$ cat config.mk
export PLATFORM = sky130hd
export DESIGN_NAME = ExMemReg
export DESIGN_NICKNAME = d
export VERILOG_FILES = /design/src/rtl/BackEndPkg.sv /design/src/rtl/ExMemReg.sv
export SDC_FILE = /design/constraint.sdc
export NUM_CORES = 1
export LEC_CHECK = 0
export BUFFER_PORTS_ARGS = -buffer_cell sky130_fd_sc_hd__clkbuf_2
export CORE_MARGIN = 3
export CORE_UTILIZATION = 39
export DETAILED_ROUTE_END_ITERATION = 12
export GPL_TIMING_DRIVEN = 0
export PLACE_DENSITY = 0.87
export SYNTH_ARGS = -nofsm -noshare
export SYNTH_HDL_FRONTEND = slang
export SYNTH_SLANG_ARGS = --single-unit
$ cat constraint.sdc
create_clock -name Clock -period 0.88 [get_ports Clock]
set_input_delay 0.088 -clock Clock [delete_from_list [all_inputs] [get_ports Clock]]
set_output_delay 0.088 -clock Clock [all_outputs]
set_load 0.02 [all_outputs]
$ cat src/rtl/BackEndPkg.sv
`default_nettype none

package BackEndPkg;

    ////////////////////////////////////////////////////////////
    // Memory sizing and writeback constants
    ////////////////////////////////////////////////////////////

    // Number of 32-bit words in the data memory
    localparam int DataMemWords = 256;

    // Word index width
    localparam int DataMemAddrBits = $clog2(DataMemWords);

    // Return address offset past the delay slot
    localparam logic [31:0] LinkOffset = 32'd8;

    ////////////////////////////////////////////////////////////
    // Encodings
    ////////////////////////////////////////////////////////////

    typedef enum logic [3:0] {
        AluAdd  = 4'd0,
        AluSub  = 4'd1,
        AluAnd  = 4'd2,
        AluOr   = 4'd3,
        AluXor  = 4'd4,
        AluNor  = 4'd5,
        AluSlt  = 4'd6,
        AluSltu = 4'd7,
        AluSll  = 4'd8,
        AluSrl  = 4'd9,
        AluSra  = 4'd10,
        AluLui  = 4'd11
    } AluOp;

    // Access width for loads and stores
    typedef enum logic [1:0] {
        SelWord = 2'd0,
        SelHalf = 2'd1,
        SelByte = 2'd2
    } ByteSel;

    // Writeback source, encoding 3 is unused
    typedef enum logic [1:0] {
        WbAlu  = 2'd0,
        WbMem  = 2'd1,
        WbLink = 2'd2
    } WbSrc;

    ////////////////////////////////////////////////////////////
    // Stage bundles
    ////////////////////////////////////////////////////////////

    // Decoded instruction entering execute
    typedef struct packed {
        AluOp        Op;
        logic [31:0] OperandA;
        logic [31:0] OperandB;
        logic [31:0] StoreData;
        logic [31:0] Pc;
        logic [4:0]  RegDest;
        logic        RegWrite;
        logic        MemRead;
        logic        MemWrite;
        logic        SignedLoad;
        ByteSel      Width;
        WbSrc        Source;
    } IssueBundle;

    typedef struct packed {
        logic [31:0] AluResult;
        logic [31:0] StoreData;
        logic [31:0] Pc;
        logic [4:0]  RegDest;
        logic        RegWrite;
        logic        MemRead;
        logic        MemWrite;
        logic        SignedLoad;
        ByteSel      Width;
        WbSrc        Source;
    } ExMemBundle;

    typedef struct packed {
        logic [31:0] AluResult;
        logic [31:0] LoadData;
        logic [31:0] Pc;
        logic [4:0]  RegDest;
        logic        RegWrite;
        WbSrc        Source;
    } MemWbBundle;

    // Register file write port
    typedef struct packed {
        logic        Enable;
        logic [4:0]  Dest;
        logic [31:0] Data;
    } RegWritePort;

endpackage

`default_nettype wire

$ cat src/rtl/ExMemReg.sv
`default_nettype none

module ExMemReg (
    input  wire logic                  Clock,
    input  wire logic                  rst,
    input  var BackEndPkg::ExMemBundle Incoming,
    output var BackEndPkg::ExMemBundle Outgoing
);

    // Stage register, no enable since nothing stalls
    always_ff @(posedge Clock) begin
        if (rst) begin
            Outgoing <= '0;
        end else begin
            Outgoing <= Incoming;
        end
    end

    ////////////////////////////////////////////////////////////
    // Control consistency checks
    ////////////////////////////////////////////////////////////

    // A single access per instruction
    noReadWriteOverlap: assert property (
        @(posedge Clock) disable iff (rst)
        !(Outgoing.MemRead && Outgoing.MemWrite)
    ) else $error("EX/MEM bundle has MemRead and MemWrite both set");

    // Load data has to reach the register file
    loadWritesBackMem: assert property (
        @(posedge Clock) disable iff (rst)
        Outgoing.MemRead |-> (Outgoing.Source == BackEndPkg::WbMem)
    ) else $error("EX/MEM load with Source other than WbMem");

    property accessAligned;
        @(posedge Clock) disable iff (rst)
        (Outgoing.MemRead || Outgoing.MemWrite) |->
            ((Outgoing.Width == BackEndPkg::SelWord && Outgoing.AluResult[1:0] == 2'b00) ||
             (Outgoing.Width == BackEndPkg::SelHalf && Outgoing.AluResult[0] == 1'b0) ||
             (Outgoing.Width == BackEndPkg::SelByte));
    endproperty

    accessAlignedCheck: assert property (accessAligned)
        else $error("EX/MEM access address %h misaligned", Outgoing.AluResult);

endmodule

`default_nettype wire

==> results.yml, run 1 <==
status:
  outcome: "complete, but fails checks"
  violations: "setup timing"
hold_path:
  min_path_cells: 3
  hp-start: "rst"
  min_to: "Outgoing[3]"
  hold_class: "in2reg"
place:
  dp.final_hpwl_um: 5732
  gp_congestion: 0.7636
  numPortBuffers: 218
pwr:
  power_switching_mw: 2.775
  p_clk_share_pct: 27.3
  comb_power_share_pct: 20.4
  p_per_area_mw_per_mm2: 1571
  switching_share_pct: 26.55
  p_int_mw: 7.679
  irDropWorstVdd_uv: 1455
  sequentialPowerShare_pct: 52.2
  leakagePower_nw: 3.014
  total_power_mw: 10.45
yosys:
  synth_top_area_share_pct: 74.31
  syn_avg_cell_area_sq_um: 12.77
  yosys.area.top_type: "dfxtp_1"
  yosys_warnings: 0
  syn_area_sq_mm: 0.002937
  ys_types: 4
  syn_inst: 230
  synth_seq_cells: 109
  ys_top_cells_by_area: "dfxtp_1 (74%), nor2b_1 (23%), buf_2 (1.7%), buf_6 (0.77%)"
  syn_nets: 341
  synth_seq_area_share_pct: 74.31
sta:
  drv_slew: 0
  finalWorstSetupSlack_ns: -0.05110
  setup_violations: 103
  min_period_ns: 0.9311
  grt_setup_unrepaired: "true"
  hold_viol: 0
  max_freq_mhz: 1074
  tightest_slew_ns: 0.2509
  relSlewSlack_pct: 83.24
  whs_ns: 0.2480
  min_period_over_period_pct: 105.8
flow_run:
  max_cap_viol_count: 0
worst_setup_path:
  worstPathMaxFanout: 1
  worst-path-buf-inv: 1
  crit_path_start_kind: "flop"
  cp-end-kind: "output pin"
  crit_family: "flip-flops"
  worstPathArrival_ns: 0.84
  crit_type: "reg2out"
  worst_path_largest_cell_delay_ns: 0.37
  critPathSlowestCell: "dfxtp_2"
  worstPathRequired_ns: 0.79
  cp_cell_sequence: "buf_8"
global_route:
  grt_pass1_wl_um: 19600
  gr-total-overflow: 0
  grt_max_degree: 18
  track_usage_pct: 30.62
  grt_pass1_vias: 3513
  antenna_found_initial: 1
drt:
  via_per_inst: 4.429
  drt_wl_total_um: 13870
  vias: 2985
  first_pass_iters: 4
  routedWlPerCell_um: 20.58
  ant_nets: 0
  drt-initial-drc-count: 70
  drc: 0
cells_and_area:
  final_nets: 679
  drive_gt1_share_pct: 61.61
  largest_register_ffs: 109
  top_regs: "Outgoing (109)"
  final_cell_mix: "dfxtp_2 (109), nor2b_1 (109), dlygate4sd3_1 (109), clkbuf_2 (109), buf_8 (109)"
  fillCellCount: 269
  regMostFlops: "Outgoing"
  area_growth_pct: 126.5
floorplanning:
  coreArea_sq_mm: 0.007292
  row_count: 31
  dieArea_sq_mm: 0.008607
  initial_core_util_pct: 40.27
  chipHeight_um: 92.78
  io_pins: 220
  die-width_um: 92.78
clock_tree:
  post_cts_buffers: 0
  cts_tree: "yes"
  htreeDepth: 3
  clock_sinks: 109
  ctsLongestPathBuffers: 2
  clock-root-buffer: "clkbuf_8"
  clk_pin_slew_ns: 0.12
  cts_made_buffers: 9
cell families after synthesis:
group,synth area share (%)
AND/OR/NAND/NOR,23.22
flip-flops,74.31
buffers and inverters,2.471
timing repair:
item / 4_1_cts / 5_1_grt
hold buffers: 109 / 0
resized for setup: 313 / 123
hold endpoints to repair: 109 / 0
endpoints found under the setup margin: 109 / 109
worst max path at each step:
| stage | from | end | slack, ns | depth (start not counted) |
|---|---|---|---|---|
| after floorplan | rst | Outgoing[100] | 0.24 | 4 |
| after global placement | rst | Outgoing[76] | 0.06 | 3 |
| after detailed placement | rst | Outgoing[0] | 0.06 | 3 |
| after CTS | Outgoing[82] | Outgoing[82] | -0.08 | 1 |
| after global routing | Outgoing[61] | Outgoing[61] | -0.09 | 1 |
| final | Outgoing[61] | Outgoing[61] | -0.05 | 1 |
metrics by stage:
step | utilization [%] | std cells | worst slack (ns) | setup TNS (ns) | area, sq um
2_1_floorplan | - | 230 | 0.2431 | 0 | 2937
5_1_grt | 91.23 | 674 | -0.08637 | -4.941 | 6653
3_3_place_gp | 56.93 | 547 | 0.06220 | 0 | 4151
3_5_place_dp | 56.93 | 547 | 0.05860 | 0 | 4151
6_report | 91.23 | 674 | -0.05110 | -1.729 | 6653
4_1_cts | 89.05 | 672 | -0.07963 | -4.666 | 6494
power groups by stage:
stage / Clock (mW) / Sequential [mW] / Combinational, mW
after global placement: 0 / 5.37 / 1.10
final: 2.86 / 5.46 / 2.14
after CTS: 2.77 / 5.35 / 1.89
after detailed placement: 0 / 5.38 / 1.12
after global routing: 3.08 / 5.48 / 2.22
after floorplan: 0 / 5.72 / 0.239
cell usage after synthesis:
library cell  number
dfxtp_1          109
nor2b_1          109
buf_6              2
buf_2             10
area by class of cell:
cell class	count	area (sq um)	share of cell area, %
diodes	2	5.005	0.07523
plain buffers	12	72.57	1.091
clock buffers	12	145.1	2.182
clock inverters	4	32.53	0.4890
multi-input cells	109	681.9	10.25
flip-flops and latches	109	2318	34.85
well taps	99	123.9	1.862
repair buffers	327	3273	49.20
routing by layer:
| metal | vias up | part of all wire, % | GRT usage, % |
|---|---|---|---|
| li1 | 1362 | - | - |
| met1 | 1392 | 34 | 29.24 |
| met2 | 184 | 53 | 58.01 |
| met3 | 47 | 8.1 | 11.45 |
| met4 | 0 | 4.7 | 12.82 |
| met5 | - | 0 | 0 |
No activity file was read; power rests on OpenSTA's default activity.
==> inputs of run 2 (changes only) <==
--- a/config.mk
+++ b/config.mk
@@ -6,8 +6,10 @@
 export NUM_CORES = 1
 export LEC_CHECK = 0
 export BUFFER_PORTS_ARGS = -buffer_cell sky130_fd_sc_hd__clkbuf_2
+export CELL_PAD_IN_SITES_DETAIL_PLACEMENT = 0
+export CELL_PAD_IN_SITES_GLOBAL_PLACEMENT = 1
 export CORE_MARGIN = 3
-export CORE_UTILIZATION = 39
+export CORE_UTILIZATION = 28
 export DETAILED_ROUTE_END_ITERATION = 12
 export GPL_TIMING_DRIVEN = 0
 export PLACE_DENSITY = 0.87
==> results.yml, run 2 (synthesis gave the netlist of run 1 again) <==
floorplanning:
  io_pins: 220
  dieArea_sq_mm: 0.01175
  chipHeight_um: 108.4
  row_count: 36
  coreArea_sq_mm: 0.01000
  die-width_um: 108.4
  initial_core_util_pct: 29.37
cells_and_area:
  area_growth_pct: 128.0
  final_cell_mix: "dfxtp_2 (109), nor2b_1 (109), dlygate4sd3_1 (109), clkbuf_2 (109), buf_8 (109)"
  fillCellCount: 674
  regMostFlops: "Outgoing"
  top_regs: "Outgoing (109)"
  regArea_sq_mm: 0.002318
  stdcell_area_sq_mm: 0.006694
  largest_register_ffs: 109
  drive_gt1_share_pct: 61.78
  multi_input_area_sq_um: 681.9
  final_nets: 679
worst_setup_path:
  cp_cell_sequence: "buf_8"
  crit_type: "reg2out"
  critPathSlowestCell: "dfxtp_2"
  worst_path_largest_cell_delay_ns: 0.36
  worstPathMaxFanout: 1
  worst-path-buf-inv: 1
  worstPathRequired_ns: 0.79
  cp-end-kind: "output pin"
  crit_path_start_kind: "flop"
  crit_family: "flip-flops"
  worstPathArrival_ns: 0.83
global_route:
  grt_max_degree: 18
  track_usage_pct: 17.94
  antenna_found_initial: 2
  grt_pass1_vias: 3196
  grt_pass1_wl_um: 15840
  gr-total-overflow: 0
clock_tree:
  ctsLongestPathBuffers: 2
  cts_tree: "yes"
  post_cts_buffers: 0
  htreeDepth: 3
  clock-root-buffer: "clkbuf_8"
  clock_sinks: 109
  clk_pin_slew_ns: 0.10
  cts_made_buffers: 9
drt:
  vias: 2839
  drc: 0
  routedWlPerCell_um: 15.60
  drt-initial-drc-count: 75
  via_per_inst: 4.010
  ant_nets: 0
  drt_wl_total_um: 11040
  first_pass_iters: 4
sta:
  drv_slew: 0
  tightest_slew_ns: 0.2782
  grt_setup_unrepaired: "true"
  fin_setup_tns_ns: -2.618
  max_freq_mhz: 1090
  hold_viol: 0
  setup_violations: 109
  min_period_over_period_pct: 104.3
  min_period_ns: 0.9178
  relSlewSlack_pct: 81.46
  finalWorstSetupSlack_ns: -0.03782
place:
  placed_area_sq_mm: 0.004194
  numPortBuffers: 218
  place_ws_ns: -0.0002578
  gp_congestion: 0.7549
  dp.final_hpwl_um: 5865
pwr:
  power_switching_mw: 2.581
  p_per_area_mw_per_mm2: 1530
  total_power_mw: 10.24
  sequentialPowerShare_pct: 53.1
  p_clk_share_pct: 26.8
  leakagePower_nw: 3.020
  p_int_mw: 7.658
  irDropWorstVdd_uv: 773.9
  switching_share_pct: 25.21
  comb_power_share_pct: 20.1
status:
  outcome: "complete, but fails checks"
  violations: "setup timing"
hold_path:
  hold_class: "in2reg"
flow_run:
  max_cap_viol_count: 0
run 2: cell count changes in the layout (fill, tap and decap cells not counted), sizes merged:
cell      previous run  this run
clkbuf             121       120
clkinv               1         3
clkinvlp             2         1
run 2: final cells by class:
class | count | share of cell area (%)
well taps | 133 | 2.486
repair buffers | 327 | 48.90
diodes | 2 | 0.07477
multi-input cells | 109 | 10.19
flip-flops and latches | 109 | 34.64
plain buffers | 12 | 1.084
clock inverters | 5 | 0.5234
clock buffers | 11 | 2.112
run 2: timing repair:
item | 4_1_cts | 5_1_grt
gates resized for setup | 319 | 117
endpoints found under the setup margin | 109 | 109
cloned | 0 | 0
hold endpoints to repair | 109 | 0
hold buffers | 109 | 0
run 2: path summary, 6_finish.rpt:
path | slack [ns] | start | cells after the start | endpoint
min | 0.25 | rst | 3 | Outgoing[3]
max | -0.04 | Outgoing[108] | 1 | Outgoing[108]
run 2: power groups by stage:
stage	Combinational [mW]	Sequential [mW]	Clock [mW]
6_report	2.06	5.43	2.75
5_1_grt	2.17	5.46	3.05
4_1_cts	1.90	5.35	2.84
3_5_place_dp	1.13	5.38	0
3_3_place_gp	1.12	5.37	0
2_1_floorplan	0.239	5.72	0
run 2: routing by layer:
metal  up-vias  global-route usage [%]  share of wire, %
met3        29                   8.060                11
met2       169                   32.52                52
met5         -                       0                 0
met4         0                   8.656               3.8
li1       1363                       -                 -
met1      1278                   17.14                33
run 2: through the flow:
| stage | hold slack (ns) | cells | utilization (%) |
|---|---|---|---|
| finish | 0.2482 | 708 | 66.94 |
| global route | 0.2507 | 708 | 66.94 |
| CTS | 0.2170 | 706 | 65.43 |
| detailed placement | 0.2999 | 581 | 41.94 |
| global placement | 0.2970 | 581 | 41.94 |
| floorplan | 0.2162 | 230 | - |
==> inputs of run 3 (changes only) <==
--- a/config.mk
+++ b/config.mk
@@ -12,7 +12,7 @@
 export CORE_UTILIZATION = 28
 export DETAILED_ROUTE_END_ITERATION = 12
 export GPL_TIMING_DRIVEN = 0
-export PLACE_DENSITY = 0.87
+export PLACE_DENSITY = 0.9
 export SYNTH_ARGS = -nofsm -noshare
 export SYNTH_HDL_FRONTEND = slang
 export SYNTH_SLANG_ARGS = --single-unit
==> results.yml, run 3 (synthesis gave the netlist of run 1 again) <==
status:
  outcome: "complete, but fails checks"
  violations: "setup timing"
worst_setup_path:
  cp-end-kind: "output pin"
  cp_cell_sequence: "buf_8"
  worst_path_largest_cell_delay_ns: 0.36
  crit_family: "flip-flops"
  worstPathRequired_ns: 0.79
  worstPathArrival_ns: 0.83
  worst-path-buf-inv: 1
  crit_path_start_kind: "flop"
  crit_type: "reg2out"
  critPathSlowestCell: "dfxtp_2"
  worstPathMaxFanout: 1
hold_path:
  hp-start: "rst"
  hold_class: "in2reg"
  min_path_cells: 3
  min_to: "Outgoing[1]"
pwr:
  p_per_area_mw_per_mm2: 1610
  leakagePower_nw: 3.047
  irDropWorstVdd_uv: 1017
floorplanning:
  die-width_um: 108.4
  row_count: 36
  io_pins: 220
  dieArea_sq_mm: 0.01175
  chipHeight_um: 108.4
  initial_core_util_pct: 29.37
  coreArea_sq_mm: 0.01000
clock_tree:
  clock-root-buffer: "clkbuf_8"
  ctsLongestPathBuffers: 2
  clock_sinks: 109
  cts_tree: "yes"
  htreeDepth: 3
  clk_pin_slew_ns: 0.10
  cts_made_buffers: 9
cells_and_area:
  final_nets: 679
  top_regs: "Outgoing (109)"
  final_cell_mix: "dfxtp_2 (109), nor2b_1 (109), dlygate4sd3_1 (109), clkbuf_2 (109), buf_8 (109)"
  largest_register_ffs: 109
  fillCellCount: 706
  regMostFlops: "Outgoing"
  utilization_pct: 67.48
  final_cells: 710
  stdcell_area_sq_mm: 0.006748
  drive_gt1_share_pct: 61.78
  area_growth_pct: 129.8
drt:
  wl_met2_um: 6434
  drc: 0
  routedWlPerCell_um: 16.15
  drt_wl_total_um: 11460
  dr_wl_met3_um: 914
  via_per_inst: 4.013
  drt-initial-drc-count: 77
  ant_nets: 0
  vias: 2849
  first_pass_iters: 4
  top_layer_used: "met4"
  drt-met1-wl_um: 3695
place:
  dp.final_hpwl_um: 6039
  place_inst: 581
  numPortBuffers: 218
  placed_area_sq_mm: 0.004194
  gp_congestion: 0.7125
sta:
  grt_setup_unrepaired: "true"
  max_freq_mhz: 1091
  drv_slew: 0
  min_period_ns: 0.9163
  relSlewSlack_pct: 80.56
  setup_violations: 109
  min_period_over_period_pct: 104.1
  tightest_slew_ns: 0.2916
  finalWorstSetupSlack_ns: -0.03626
  hold_viol: 0
global_route:
  grt_pass1_wl_um: 16240
  grt_pass1_vias: 3214
  antenna_found_initial: 2
  gr-total-overflow: 0
  grt_max_degree: 17
  track_usage_pct: 18.58
flow_run:
  max_cap_viol_count: 0
## run 3: report_power, final
part | internal [mW] | switching, mW
logic | 1.29 | 0.776
clock network | 1.75 | 1.61
registers | 5.25 | 0.181
total | 8.30 | 2.57
## run 3: worst max-delay path by stage
stage,startpoint,to,depth (start not counted)
2_1_floorplan,rst,Outgoing[100],4
3_3_place_gp,rst,Outgoing[51],3
3_5_place_dp,rst,Outgoing[50],3
4_1_cts,Outgoing[50],Outgoing[50],1
5_1_grt,Outgoing[35],Outgoing[35],1
6_report,Outgoing[35],Outgoing[35],1
## run 3: final cells by class
cell class	count	area, sq um	area share [%]
Buffer	12	72.57	1.075
Sequential cell	109	2318	34.36
Clock inverter	4	70.07	1.038
Antenna cell	4	10.01	0.1483
Timing Repair Buffer	327	3273	48.51
Multi-Input combinational cell	109	681.9	10.11
Tap cell	133	166.4	2.466
Clock buffer	12	155.1	2.299
## run 3: what timing repair did
action,4_1_cts,5_1_grt
endpoints found under the setup margin,109,109
buffers inserted,0,0
resized for setup,317,119
hold endpoints to repair,109,0
hold buffers,109,0
gates cloned,0,0
## run 3: metrics by stage
step / hold slack, ns / setup WS (ns) / power, mW / TNS [ns]
after floorplan: 0.2162 / 0.2431 / 5.959 / 0
after CTS: 0.2152 / -0.07263 / 10.67 / -6.093
after detailed placement: 0.3000 / -0.0002026 / 6.513 / -0.0002026
after global placement: 0.2955 / 0.005889 / 6.486 / 0
after global routing: 0.2489 / -0.07002 / 11.21 / -5.601
final: 0.2481 / -0.03626 / 10.86 / -2.037
## run 3: per-layer routing
| metal | global-route usage [%] | vias up |
|---|---|---|
| li1 | - | 1363 |
| met1 | 17.09 | 1318 |
| met2 | 35.61 | 139 |
| met3 | 5.493 | 29 |
| met4 | 10.91 | 0 |
| met5 | 0 | - |
