File: src/rtl/BackEndPkg.sv
`default_nettype none

package BackEndPkg;

    ////////////////////////////////////////////////////////////
    // Memory sizing and writeback constants
    ////////////////////////////////////////////////////////////

    // Number of 32-bit words in the data memory
    localparam int DataMemWords = 256;

    // Word index width
    localparam int DataMemAddrBits = $clog2(DataMemWords);

    // Return address offset past the delay slot
    localparam logic [31:0] LinkOffset = 32'd8;

    ////////////////////////////////////////////////////////////
    // Encodings
    ////////////////////////////////////////////////////////////

    typedef enum logic [3:0] {
        AluAdd  = 4'd0,
        AluSub  = 4'd1,
        AluAnd  = 4'd2,
        AluOr   = 4'd3,
        AluXor  = 4'd4,
        AluNor  = 4'd5,
        AluSlt  = 4'd6,
        AluSltu = 4'd7,
        AluSll  = 4'd8,
        AluSrl  = 4'd9,
        AluSra  = 4'd10,
        AluLui  = 4'd11
    } AluOp;

    // Access width for loads and stores
    typedef enum logic [1:0] {
        SelWord = 2'd0,
        SelHalf = 2'd1,
        SelByte = 2'd2
    } ByteSel;

    // Writeback source, encoding 3 is unused
    typedef enum logic [1:0] {
        WbAlu  = 2'd0,
        WbMem  = 2'd1,
        WbLink = 2'd2
    } WbSrc;

    ////////////////////////////////////////////////////////////
    // Stage bundles
    ////////////////////////////////////////////////////////////

    // Decoded instruction entering execute
    typedef struct packed {
        AluOp        Op;
        logic [31:0] OperandA;
        logic [31:0] OperandB;
        logic [31:0] StoreData;
        logic [31:0] Pc;
        logic [4:0]  RegDest;
        logic        RegWrite;
        logic        MemRead;
        logic        MemWrite;
        logic        SignedLoad;
        ByteSel      Width;
        WbSrc        Source;
    } IssueBundle;

    typedef struct packed {
        logic [31:0] AluResult;
        logic [31:0] StoreData;
        logic [31:0] Pc;
        logic [4:0]  RegDest;
        logic        RegWrite;
        logic        MemRead;
        logic        MemWrite;
        logic        SignedLoad;
        ByteSel      Width;
        WbSrc        Source;
    } ExMemBundle;

    typedef struct packed {
        logic [31:0] AluResult;
        logic [31:0] LoadData;
        logic [31:0] Pc;
        logic [4:0]  RegDest;
        logic        RegWrite;
        WbSrc        Source;
    } MemWbBundle;

    // Register file write port
    typedef struct packed {
        logic        Enable;
        logic [4:0]  Dest;
        logic [31:0] Data;
    } RegWritePort;

endpackage

`default_nettype wire

File: src/rtl/WritebackStage.sv
`default_nettype none

module WritebackStage (
    input  wire logic                   Clock,
    input  wire logic                   rst,
    input  var BackEndPkg::MemWbBundle  Completed,
    output var BackEndPkg::RegWritePort WriteBack
);

    BackEndPkg::MemWbBundle stage;

    ////////////////////////////////////////////////////////////
    // MEM/WB register
    ////////////////////////////////////////////////////////////

    always_ff @(posedge Clock) begin
        if (rst) begin
            stage <= '0;
        end else begin
            stage <= Completed;
        end
    end

    ////////////////////////////////////////////////////////////
    // Writeback select
    ////////////////////////////////////////////////////////////

    always_comb begin
        case (stage.Source)
            BackEndPkg::WbMem: begin
                WriteBack.Data = stage.LoadData;
            end
            BackEndPkg::WbLink: begin
                WriteBack.Data = stage.Pc + BackEndPkg::LinkOffset;
            end
            default: begin
                WriteBack.Data = stage.AluResult;
            end
        endcase
    end

    // Register 0 is hardwired to zero
    assign WriteBack.Enable = stage.RegWrite && (stage.RegDest != 5'd0);
    assign WriteBack.Dest   = stage.RegDest;

    sourceEncodingValid: assert property (
        @(posedge Clock) disable iff (rst)
        stage.Source inside {BackEndPkg::WbAlu, BackEndPkg::WbMem, BackEndPkg::WbLink}
    ) else $error("MEM/WB Source holds unused encoding");

endmodule

`default_nettype wire

File: config.mk
export PLATFORM = sky130hd
export DESIGN_NAME = WritebackStage
export DESIGN_NICKNAME = d
export VERILOG_FILES = /design/src/rtl/BackEndPkg.sv /design/src/rtl/WritebackStage.sv
export SDC_FILE = /design/constraint.sdc
export NUM_CORES = 1
export LEC_CHECK = 0
export BUFFER_PORTS_ARGS = -buffer_cell sky130_fd_sc_hd__buf_2
export CAP_MARGIN = 15
export CORE_MARGIN = 5
export CORE_UTILIZATION = 49
export DETAILED_ROUTE_END_ITERATION = 10
export GPL_ROUTABILITY_DRIVEN = 0
export PLACE_DENSITY_LB_ADDON = 0.08
export SYNTH_ARGS = -nofsm -noshare
export SYNTH_HDL_FRONTEND = slang
export SYNTH_SLANG_ARGS = --single-unit
export TNS_END_PERCENT = 30
File: constraint.sdc
create_clock -name Clock -period 2.2 [get_ports Clock]
set_clock_uncertainty 0.05 [all_clocks]
set_input_delay 0.11 -clock Clock [delete_from_list [all_inputs] [get_ports Clock]]
set_output_delay 0.11 -clock Clock [all_outputs]
set_load 0.02 [all_outputs]
==> results of run 1 <==
registers in the layout, indices dropped and copies added, names as in the netlist:
name       cells
WriteBack      5
stage         99
cell usage after synthesis:
cell type,instances
nand2_1,24
nand4_1,11
clkbuf_1,19
xnor2_1,13
nand3_1,8
and3_1,1
inv_1,11
or2_2,1
buf_1,3
nor3_1,5
mux2i_1,1
ha_1,3
xor2_1,13
o21a_1,1
nand2b_1,2
a21oi_1,5
a221oi_1,5
dfxtp_1,104
nor4_2,1
or4_1,2
a22oi_1,22
a2bb2oi_1,1
o21ai_1,2
and3_2,1
nor2_1,9
o21ai_0,21
buf_2,1
o221ai_1,4
buf_4,5
nor2b_1,105
nor4_1,3
timing repair:
action                     4_1_cts  5_1_grt
hold endpoints to repair       104        0
pin swaps                       14       12
buffers inserted                 4        2
hold buffers                   104        0
setup endpoints to repair       20       23
resized for setup               45       32
gates cloned                     1        0
area by class of cell:
class	instances	area, um^2
Sequential cell	104	2100
Timing Repair Buffer	270	2020
Multi-Input combinational cell	264	1820
Fill cell	507	1490
Clock buffer	10	138
Tap cell	102	128
Clock inverter	6	42.5
Inverter	11	41.3
path summary, 6_finish.rpt:
check	from	end	slack, ns	depth (start not counted)
setup / recovery	stage[12]	WriteBack[25]	-0.15	8
hold / removal	rst	stage[95]	0.18	2
report_power, final:
group / internal, mW / switching (mW) / total (mW)
sequential: 1.98 / 0.0505 / 2.03
combinational: 0.372 / 0.311 / 0.683
clock: 0.447 / 0.650 / 1.10
total: 2.80 / 1.01 / 3.81
stage by stage:
stage / util (%) / setup TNS [ns] / power [mW] / instances
6_report: 80.8 / -1.56 / 3.81 / 767
5_1_grt: 80.8 / -3.81 / 3.98 / 767
4_1_cts: 79.5 / -1.81 / 3.79 / 765
3_5_place_dp: 61.4 / -0.0314 / 2.56 / 640
3_3_place_gp: 61.4 / 0 / 2.55 / 640
2_1_floorplan: - / -0.0135 / 2.35 / 407
cell families after synthesis:
logic type	after synthesis
xor gates and xnor gates	26
and+or+nand+nor	173
AOI/OAI and AO/OA	61
buffers and inverters	39
adders and majority gates	3
muxes	1
DFF	104
layout by cell type (no fill, tap or decap), types with 5 or more instances in the layout:
master         instances
a22oi_1               22
clkbuf_8              10
buf_4                 39
inv_1                 11
dfxtp_2                8
nor2_1                 5
xor2_1                13
a221oi_1               5
o21ai_0                9
nand3_1                7
nor2b_1              104
xnor2_1               12
nand2_1               24
nand4_1               11
o21ai_1               14
buf_2                122
dlygate4sd3_1        104
dfxtp_1               95
a21oi_1                5
metal layers:
layer / track usage (%) / part of all wire [%] / up-vias
met5: 0 / 0 / -
met4: 8.51 / 2.3 / 0
met3: 5.82 / 6.4 / 24
met2: 45.0 / 52 / 146
met1: 27.0 / 39 / 1736
li1: - / - / 1851
==> summary.md, run 1 <==
| Metric | Value |
|---|---|
| Total number of vias | `3757` |
| IO Count | `between 100 and 150` |
| Global-route wire length before repair | `19100 um` |
| Nets | `slightly below 800` |
| Simple-gate share of the synthesized area | `between 20% and 30%` |
| Max Cap Violations | `0` |
| Unique cell type count in the Yosys netlist | `31` |
| CTS tree | `built` |
| Rows | `32` |
| Max Transition Viols Final | `0` |
| Initial antenna violation count | `0` |
| Cell family with most CP delay | `simple AND/OR/NAND/NOR gates` |
| Total track usage | `roughly a quarter` |
| Placed cell areas | `around 0.0048 mm^2` |
| Final WL | `11900 um` |
| H-tree depth | `3` |
| Worst Path Arrival | `2.19 ns` |
| Largest family of logic cells by synthesized area | `simple AND/OR/NAND/NOR gates` |
| Drt drc | `0` |
| Clock slew at reported path FFs | `around 0.09 ns` |
| IO Port Bufs | `143` |
| Critical path launch point type | `register` |
| Unrepaired setup endpoints after global routing | `true` |
| Period utilisation layout | `107%` |
| Leak Pwr | `between 2 and 3 nW` |
| Buf/Inv on CP | `2` |
| Status | `finished with violations` |
| Synth-to-layout area growth | `60.3%` |
| Final instance area | `about 0.0063 mm^2` |
| Final setup vio count | `17` |
| Synth warnings | `0` |
| Crit-path max FO | `5` |
| Yosys top cell by area | `dfxtp_1` |
| Fin crit period | `2.35 ns` |
| Slew HR | `62.3%` |
| GRT overflow | `0` |
| Final ANT Viol Nets | `0` |
| Final Hold Violating Endpoints | `0` |
| Crit-path cells | `ha_4 -> nand3_4 -> or4_4 -> buf_12 -> nor4_4 -> xnor2_1 -> o21ai_1 -> buf_4` |
| Synthesized instance count | `about 410` |
| Syn nets | `between 500 and 600` |
| Share of cells above drive strength 1 | `about a third` |
| Die Y | `about 99 um` |
| Crit end category | `primary output` |
| Via/cell ratio | `between 4 and 5` |
| Inserted Diodes | `0` |
| Achievable frequency | `426 MHz` |
| Total die area | `between 0.009 and 0.01 mm^2` |
| Post-synthesis mux area share | `less than 1%` |
| Tightest Hold Check Type | `in2reg` |
| CP required | `2.04 ns` |
| Seq/Total Area, Yosys | `between 50% and 60%` |
| Hold_ws | `between 0.15 and 0.2 ns` |
| VDD IR max | `about 0.00043 V` |
| XOR/XNOR Fraction of Synth Area | `~5.8%` |
| Complex-gate fraction of the synthesized area | `about a tenth` |
| Sink Count | `roughly 100` |
| Core ar. | `0.00777 mm^2` |
| Clock buffer depth | `2` |
| Root buf cell | `clkbuf_8` |
| Slew @ Worst Pin | `~0.57 ns` |
| Crit-path slowest cell | `or4_4` |
| Pin count of the biggest net entering global routing | `55` |
| Initial Utilization | `50.4%` |
| Die width | `roughly 100 um` |
| Synth Area per Inst | `just under 10 um^2` |
| Pre-CTS WS | `-0.0314 ns` |
| Pwr dens | `a little over 600 mW/mm^2` |
| Vias in the first global route | `approximately 4100` |
| Crit-path max cell delay | `0.52 ns` |
| First DRT Iteration DRCs | `about 100` |
| Synth top area share | `between 50% and 60%` |
| Drt first pass iters | `4` |
| Num CTS Buffers | `9` |
| Detail Placement HPWL | `6850 um` |
| Synth area leaders | `dfxtp_1 (53%), nor2b_1 (17%), a22oi_1 (4.2%)` |
| Failing checks | `negative setup slack` |
| Worst Setup Path Type | `reg2out` |
| Synthesized-area fraction occupied by adder cells | `less than 1%` |
| Post-Syn Area | `a little under 0.004 mm^2` |
| Final worst setup slack | `-0.146 ns` |
| Wire length per cell | `approximately 16 um` |
| Register bit total from synthesis | `~100` |
(Power assumes the default switching activity.)
==> run 2, diff against run 1 <==
--- a/config.mk
+++ b/config.mk
@@ -12,6 +12,7 @@
 export DETAILED_ROUTE_END_ITERATION = 10
 export GPL_ROUTABILITY_DRIVEN = 0
 export PLACE_DENSITY_LB_ADDON = 0.08
+export SKIP_CTS_REPAIR_TIMING = 1
 export SYNTH_ARGS = -nofsm -noshare
 export SYNTH_HDL_FRONTEND = slang
 export SYNTH_SLANG_ARGS = --single-unit
==> summary.md, run 2 (same netlist as run 1, synthesis figures left out) <==
| Metric | Value |
|---|---|
| Status | `finished with violations (unchanged)` |
| Failing checks | `negative setup slack (unchanged)` |
| IO Count | `144 (unchanged)` |
| Sink Count | `104 (unchanged)` |
| Detail Placement HPWL | `6850 um (unchanged)` |
| Fin crit period | `2.38 ns (was 2.35 ns)` |
| Worst hold start | `rst (unchanged)` |
| Final Hold Violating Endpoints | `0 (unchanged)` |
| Total number of vias | `3703 (was 3757)` |
| CTS tree | `built (unchanged)` |
| Rows | `32 (unchanged)` |
| Slew @ Worst Pin | `0.552 ns (was 0.566 ns)` |
| Inserted Diodes | `0 (unchanged)` |
| Core ar. | `0.00777 mm^2 (unchanged)` |
| Initial antenna violation count | `0 (unchanged)` |
| Crit path launch | `stage[12] (unchanged)` |
| Post-layout util | `79.7% (was 80.8%)` |
| Total track usage | `18.9% (was 24.3%)` |
| Crit end category | `primary output (unchanged)` |
| Worst Path Arrival | `2.22 ns (was 2.19 ns)` |
| First DRT Iteration DRCs | `94 (was 103)` |
| H-tree depth | `3 (unchanged)` |
| Final WL | `11500 um (was 11900 um)` |
| Final instance area | `0.00619 mm^2 (was 0.00628 mm^2)` |
| Unrepaired setup endpoints after global routing | `true (unchanged)` |
| Period utilisation layout | `108% (was 107%)` |
| Global-route wire length before repair | `15000 um (was 19100 um)` |
| Worst Setup Path Type | `reg2out (unchanged)` |
| Most frequent cells in the layout | `buf_2 (127), nor2b_1 (105), dlygate4sd3_1 (104) (was buf_2 (122), nor2b_1 (104), dlygate4sd3_1 (104))` |
| Clock slew at reported path FFs | `0.10 ns (was 0.09 ns)` |
| Slew HR | `63.2% (was 62.3%)` |
| Drt drc | `0 (unchanged)` |
| Synth-to-layout area growth | `58.1% (was 60.3%)` |
| IO Port Bufs | `143 (unchanged)` |
| Final ANT Viol Nets | `0 (unchanged)` |
| Total die area | `0.00988 mm^2 (unchanged)` |
| Largest register FFs | `99 (unchanged)` |
| Achievable frequency | `421 MHz (was 426 MHz)` |
| Pwr dens | `612 mW/mm^2 (was 607 mW/mm^2)` |
| Root buf cell | `clkbuf_8 (unchanged)` |
| Initial Utilization | `50.4% (unchanged)` |
| Leak Pwr | `2.72 nW (was 2.75 nW)` |
| Max Transition Viols Final | `0 (unchanged)` |
| Num CTS Buffers | `9 (unchanged)` |
| VDD IR max | `0.000435 V (was 0.000425 V)` |
| Max Cap Violations | `0 (unchanged)` |
| Crit-path max FO | `4 (was 5)` |
| Die Y | `99.4 um (unchanged)` |
| Via/cell ratio | `4.85 (was 4.90)` |
| Clock buffer depth | `2 (unchanged)` |
| CP required | `2.04 ns (about the same)` |
| Final setup vio count | `17 (unchanged)` |
| Pin count of the biggest net entering global routing | `55 (unchanged)` |
| Share of cells above drive strength 1 | `30.1% (was 31.9%)` |
| Nets | `765 (was 769)` |
| GRT overflow | `0 (unchanged)` |
| Placed cell areas | `0.00477 mm^2 (unchanged)` |
| Die width | `99.4 um (unchanged)` |
| Most common cell after layout, fill and taps aside | `buf_2 (unchanged)` |
| Tightest Hold Check Type | `in2reg (unchanged)` |
| Wire length per cell | `15.0 um (was 15.5 um)` |
| Drt first pass iters | `4 (unchanged)` |
| Critical path launch point type | `register (unchanged)` |
| Final worst setup slack | `-0.177 ns (was -0.146 ns)` |
| Setup_tns | `-1.50 ns (was -1.56 ns)` |
| Vias in the first global route | `3264 (was 4127)` |
| Largest Register | `stage (unchanged)` |
## run 2: cell count changes in the layout (fill, tap and decap cells not counted), sizes merged
cell,change
buf,-5
clkbuf,+1
## run 2: stage by stage
step	std cells	setup slack, ns	power (mW)	hold WS [ns]
2_1_floorplan	407	-0.0135	2.35	0.188
3_3_place_gp	640	0.0420	2.55	0.267
3_5_place_dp	640	-0.0314	2.56	0.273
4_1_cts	656	-0.446	3.63	-0.122
5_1_grt	763	-0.272	3.95	0.185
6_report	763	-0.177	3.79	0.164
## run 2: layout make-up
cell class	count	area, um^2
Clock buffer	10	138
Clock inverter	6	42.5
Fill cell	512	1580
Inverter	11	41.3
Multi-Input combinational cell	264	1770
Sequential cell	104	2090
Tap cell	102	128
Timing Repair Buffer	266	1980
## run 2: final timing paths
| check | to | slack, ns | depth (start not counted) |
|---|---|---|---|
| worst max-delay path | WriteBack[31] | -0.18 | 8 |
| worst min-delay path | stage[67] | 0.16 | 2 |
## run 2: critical path, cell delays in order (launching register included)
cell and delay [ns]:
dfxtp_2 0.36, ha_2 0.20, nand3_2 0.09, or4_4 0.47, clkbuf_16 0.19, nor4_4 0.17
xnor2_1 0.15, o21ai_1 0.07, buf_2 0.17
## run 2: power breakdown
group	switching, mW	internal (mW)
Clock	0.648	0.447
Sequential	0.0483	1.98
Combinational	0.302	0.362
## run 2: layer usage
layer  GRT usage, %  vias up  wire [um]
li1               -     1845          -
met1           24.5     1712       4620
met2           31.5      125       5900
met3           4.63       21        735
met4           5.04        0        221
met5              0        -          0
==> run 3, diff against run 2 <==
--- a/config.mk
+++ b/config.mk
@@ -11,9 +11,10 @@
 export CORE_UTILIZATION = 49
 export DETAILED_ROUTE_END_ITERATION = 10
 export GPL_ROUTABILITY_DRIVEN = 0
+export MAX_ROUTING_LAYER = met4
 export PLACE_DENSITY_LB_ADDON = 0.08
 export SKIP_CTS_REPAIR_TIMING = 1
 export SYNTH_ARGS = -nofsm -noshare
 export SYNTH_HDL_FRONTEND = slang
 export SYNTH_SLANG_ARGS = --single-unit
-export TNS_END_PERCENT = 30
+export TNS_END_PERCENT = 20
==> summary.md, run 3 (same netlist as run 1, synthesis figures left out) <==
| Metric | Value |
|---|---|
| Crit-path max cell delay | `0.47 ns (about the same)` |
| Final setup vio count | `17 (unchanged)` |
| Crit-path slowest cell | `or4_4 (unchanged)` |
| Non-Filler Instances | `764 (was 763)` |
| Vias in the first global route | `3263 (was 3264)` |
| Failing checks | `negative setup slack (unchanged)` |
| Crit-path cells | `ha_2 -> nand3_2 -> or4_4 -> clkbuf_16 -> nor4_4 -> xnor2_1 -> o21ai_1 -> buf_2 (unchanged)` |
| Die Y | `99.4 um (unchanged)` |
| GRT overflow | `0 (unchanged)` |
| Max Cap Violations | `0 (unchanged)` |
| First DRT Iteration DRCs | `105 (was 94)` |
| Total track usage | `19.4% (was 18.9%)` |
| Period utilisation layout | `108% (about the same)` |
| CTS tree | `built (unchanged)` |
| Crit-path max FO | `4 (unchanged)` |
| Max Transition Viols Final | `0 (unchanged)` |
| Core ar. | `0.00777 mm^2 (unchanged)` |
| Die width | `99.4 um (unchanged)` |
| Critical path launch point type | `register (unchanged)` |
| Fin crit period | `2.37 ns (was 2.38 ns)` |
| Largest Register | `stage (unchanged)` |
| Gate power share | `17.5% (about the same)` |
| IO Port Bufs | `143 (unchanged)` |
| Final Hold Violating Endpoints | `0 (unchanged)` |
| Final ANT Viol Nets | `0 (unchanged)` |
| Final WL | `11500 um (about the same)` |
| Drt first pass iters | `4 (unchanged)` |
| Cell internal pwr | `2.79 mW (about the same)` |
| Wire length per cell | `15.1 um (was 15.0 um)` |
| Crit end category | `primary output (unchanged)` |
| Setup_tns | `-1.51 ns (was -1.50 ns)` |
| Final worst setup slack | `-0.173 ns (was -0.177 ns)` |
| Leak Pwr | `2.72 nW (about the same)` |
| Tightest Hold Check Type | `in2reg (unchanged)` |
| Global-route wire length before repair | `15000 um (about the same)` |
| Achievable frequency | `421 MHz (about the same)` |
| Most common cell after layout, fill and taps aside | `buf_2 (unchanged)` |
| Largest register FFs | `99 (unchanged)` |
| IO Count | `144 (unchanged)` |
| Num CTS Buffers | `9 (unchanged)` |
| Initial antenna violation count | `0 (unchanged)` |
| H-tree depth | `3 (unchanged)` |
| Worst Path Arrival | `2.21 ns (was 2.22 ns)` |
| Share of cells above drive strength 1 | `30.1% (unchanged)` |
| Inst Count DP | `640 (unchanged)` |
| Drt drc | `0 (unchanged)` |
| Detail Placement HPWL | `6850 um (unchanged)` |
| Root buf cell | `clkbuf_8 (unchanged)` |
| VDD IR max | `0.000435 V (about the same)` |
| Nets | `765 (unchanged)` |
| Worst Setup Path Type | `reg2out (unchanged)` |
| Fillers | `513 (was 512)` |
| Net Sw Power | `0.996 mW (was 0.999 mW)` |
| Pin count of the biggest net entering global routing | `55 (unchanged)` |
| Clock Power Share | `28.8% (was 28.9%)` |
| Pwr dens | `612 mW/mm^2 (about the same)` |
| Total die area | `0.00988 mm^2 (unchanged)` |
| Post-layout util | `79.7% (unchanged)` |
| Rows | `32 (unchanged)` |
| Status | `finished with violations (unchanged)` |
| Total number of vias | `3697 (was 3703)` |
| Sink Count | `104 (unchanged)` |
| Slew HR | `62.4% (was 63.2%)` |
| Initial Utilization | `50.4% (unchanged)` |
| Clock slew at reported path FFs | `0.09 ns (was 0.10 ns)` |
| Unrepaired setup endpoints after global routing | `true (unchanged)` |
| Most frequent cells in the layout | `buf_2 (128), nor2b_1 (105), dlygate4sd3_1 (104) (was buf_2 (127), nor2b_1 (105), dlygate4sd3_1 (104))` |
| Switch share | `26.3% (about the same)` |
| Clock buffer depth | `2 (unchanged)` |
| CP required | `2.04 ns (about the same)` |
| Slew @ Worst Pin | `0.564 ns (was 0.552 ns)` |
| Via/cell ratio | `4.84 (was 4.85)` |
| Share of power burned in registers | `53.7% (was 53.6%)` |
| Synth-to-layout area growth | `58.1% (unchanged)` |
==> run 3: changes by cell type in the layout (fill, tap and decap cells not counted) <==
cell / before / now
buf_2: 127 / 128
o21ai_0: 12 / 13
diode_2: 0 / 1
o21ai_1: 11 / 10
buf_4: 30 / 29
==> run 3: final timing paths <==
path / cells after the start / from / end
hold / removal: 2 / rst / stage[95]
setup / recovery: 8 / stage[12] / WriteBack[31]
==> run 3: through the flow <==
step / power, mW / setup slack, ns / instance area [um^2] / hold slack [ns]
5_1_grt: 3.95 / -0.266 / 6190 / 0.187
4_1_cts: 3.63 / -0.446 / 4950 / -0.122
3_3_place_gp: 2.55 / 0.0420 / 4770 / 0.267
3_5_place_dp: 2.56 / -0.0314 / 4770 / 0.273
2_1_floorplan: 2.35 / -0.0135 / 3920 / 0.188
6_report: 3.79 / -0.173 / 6190 / 0.158
==> run 3: layer usage <==
layer	vias up	part of all wire (%)	global-route usage [%]
li1	1845	-	-
met1	1692	40	24.8
met2	139	52	31.5
met3	21	6.5	4.21
met4	0	2.0	5.04
met5	-	0	-
==> run 3: final cells by class <==
cell class / instances / area [um^2] / area share, %
multi-input cells: 264 / 1770 / 28.6
repair buffers: 266 / 1980 / 32.0
clock inverters: 6 / 42.5 / 0.687
flip-flops and latches: 104 / 2090 / 33.8
diodes: 1 / 2.50 / 0.0404
inverters: 11 / 41.3 / 0.667
well taps: 102 / 128 / 2.06
clock buffers: 10 / 138 / 2.22
==> run 3: power by group through the flow <==
| stage | Sequential [mW] | Combinational (mW) | Clock, mW |
|---|---|---|---|
| 2_1_floorplan | 2.06 | 0.289 | 0 |
| 3_3_place_gp | 2.07 | 0.480 | 0 |
| 3_5_place_dp | 2.07 | 0.482 | 0 |
| 4_1_cts | 2.03 | 0.486 | 1.11 |
| 5_1_grt | 2.04 | 0.721 | 1.19 |
| 6_report | 2.03 | 0.662 | 1.09 |
==> run 3: worst max-delay path, delay by kind of cell (launching register included) <==
| family | cells | cell delay [ns] |
|---|---|---|
| simple gates | 3 | 0.73 |
| flops | 1 | 0.36 |
| buf+inv | 2 | 0.36 |
| fa+ha+maj | 1 | 0.20 |
| xor+xnor | 1 | 0.15 |
| compound gates | 1 | 0.06 |
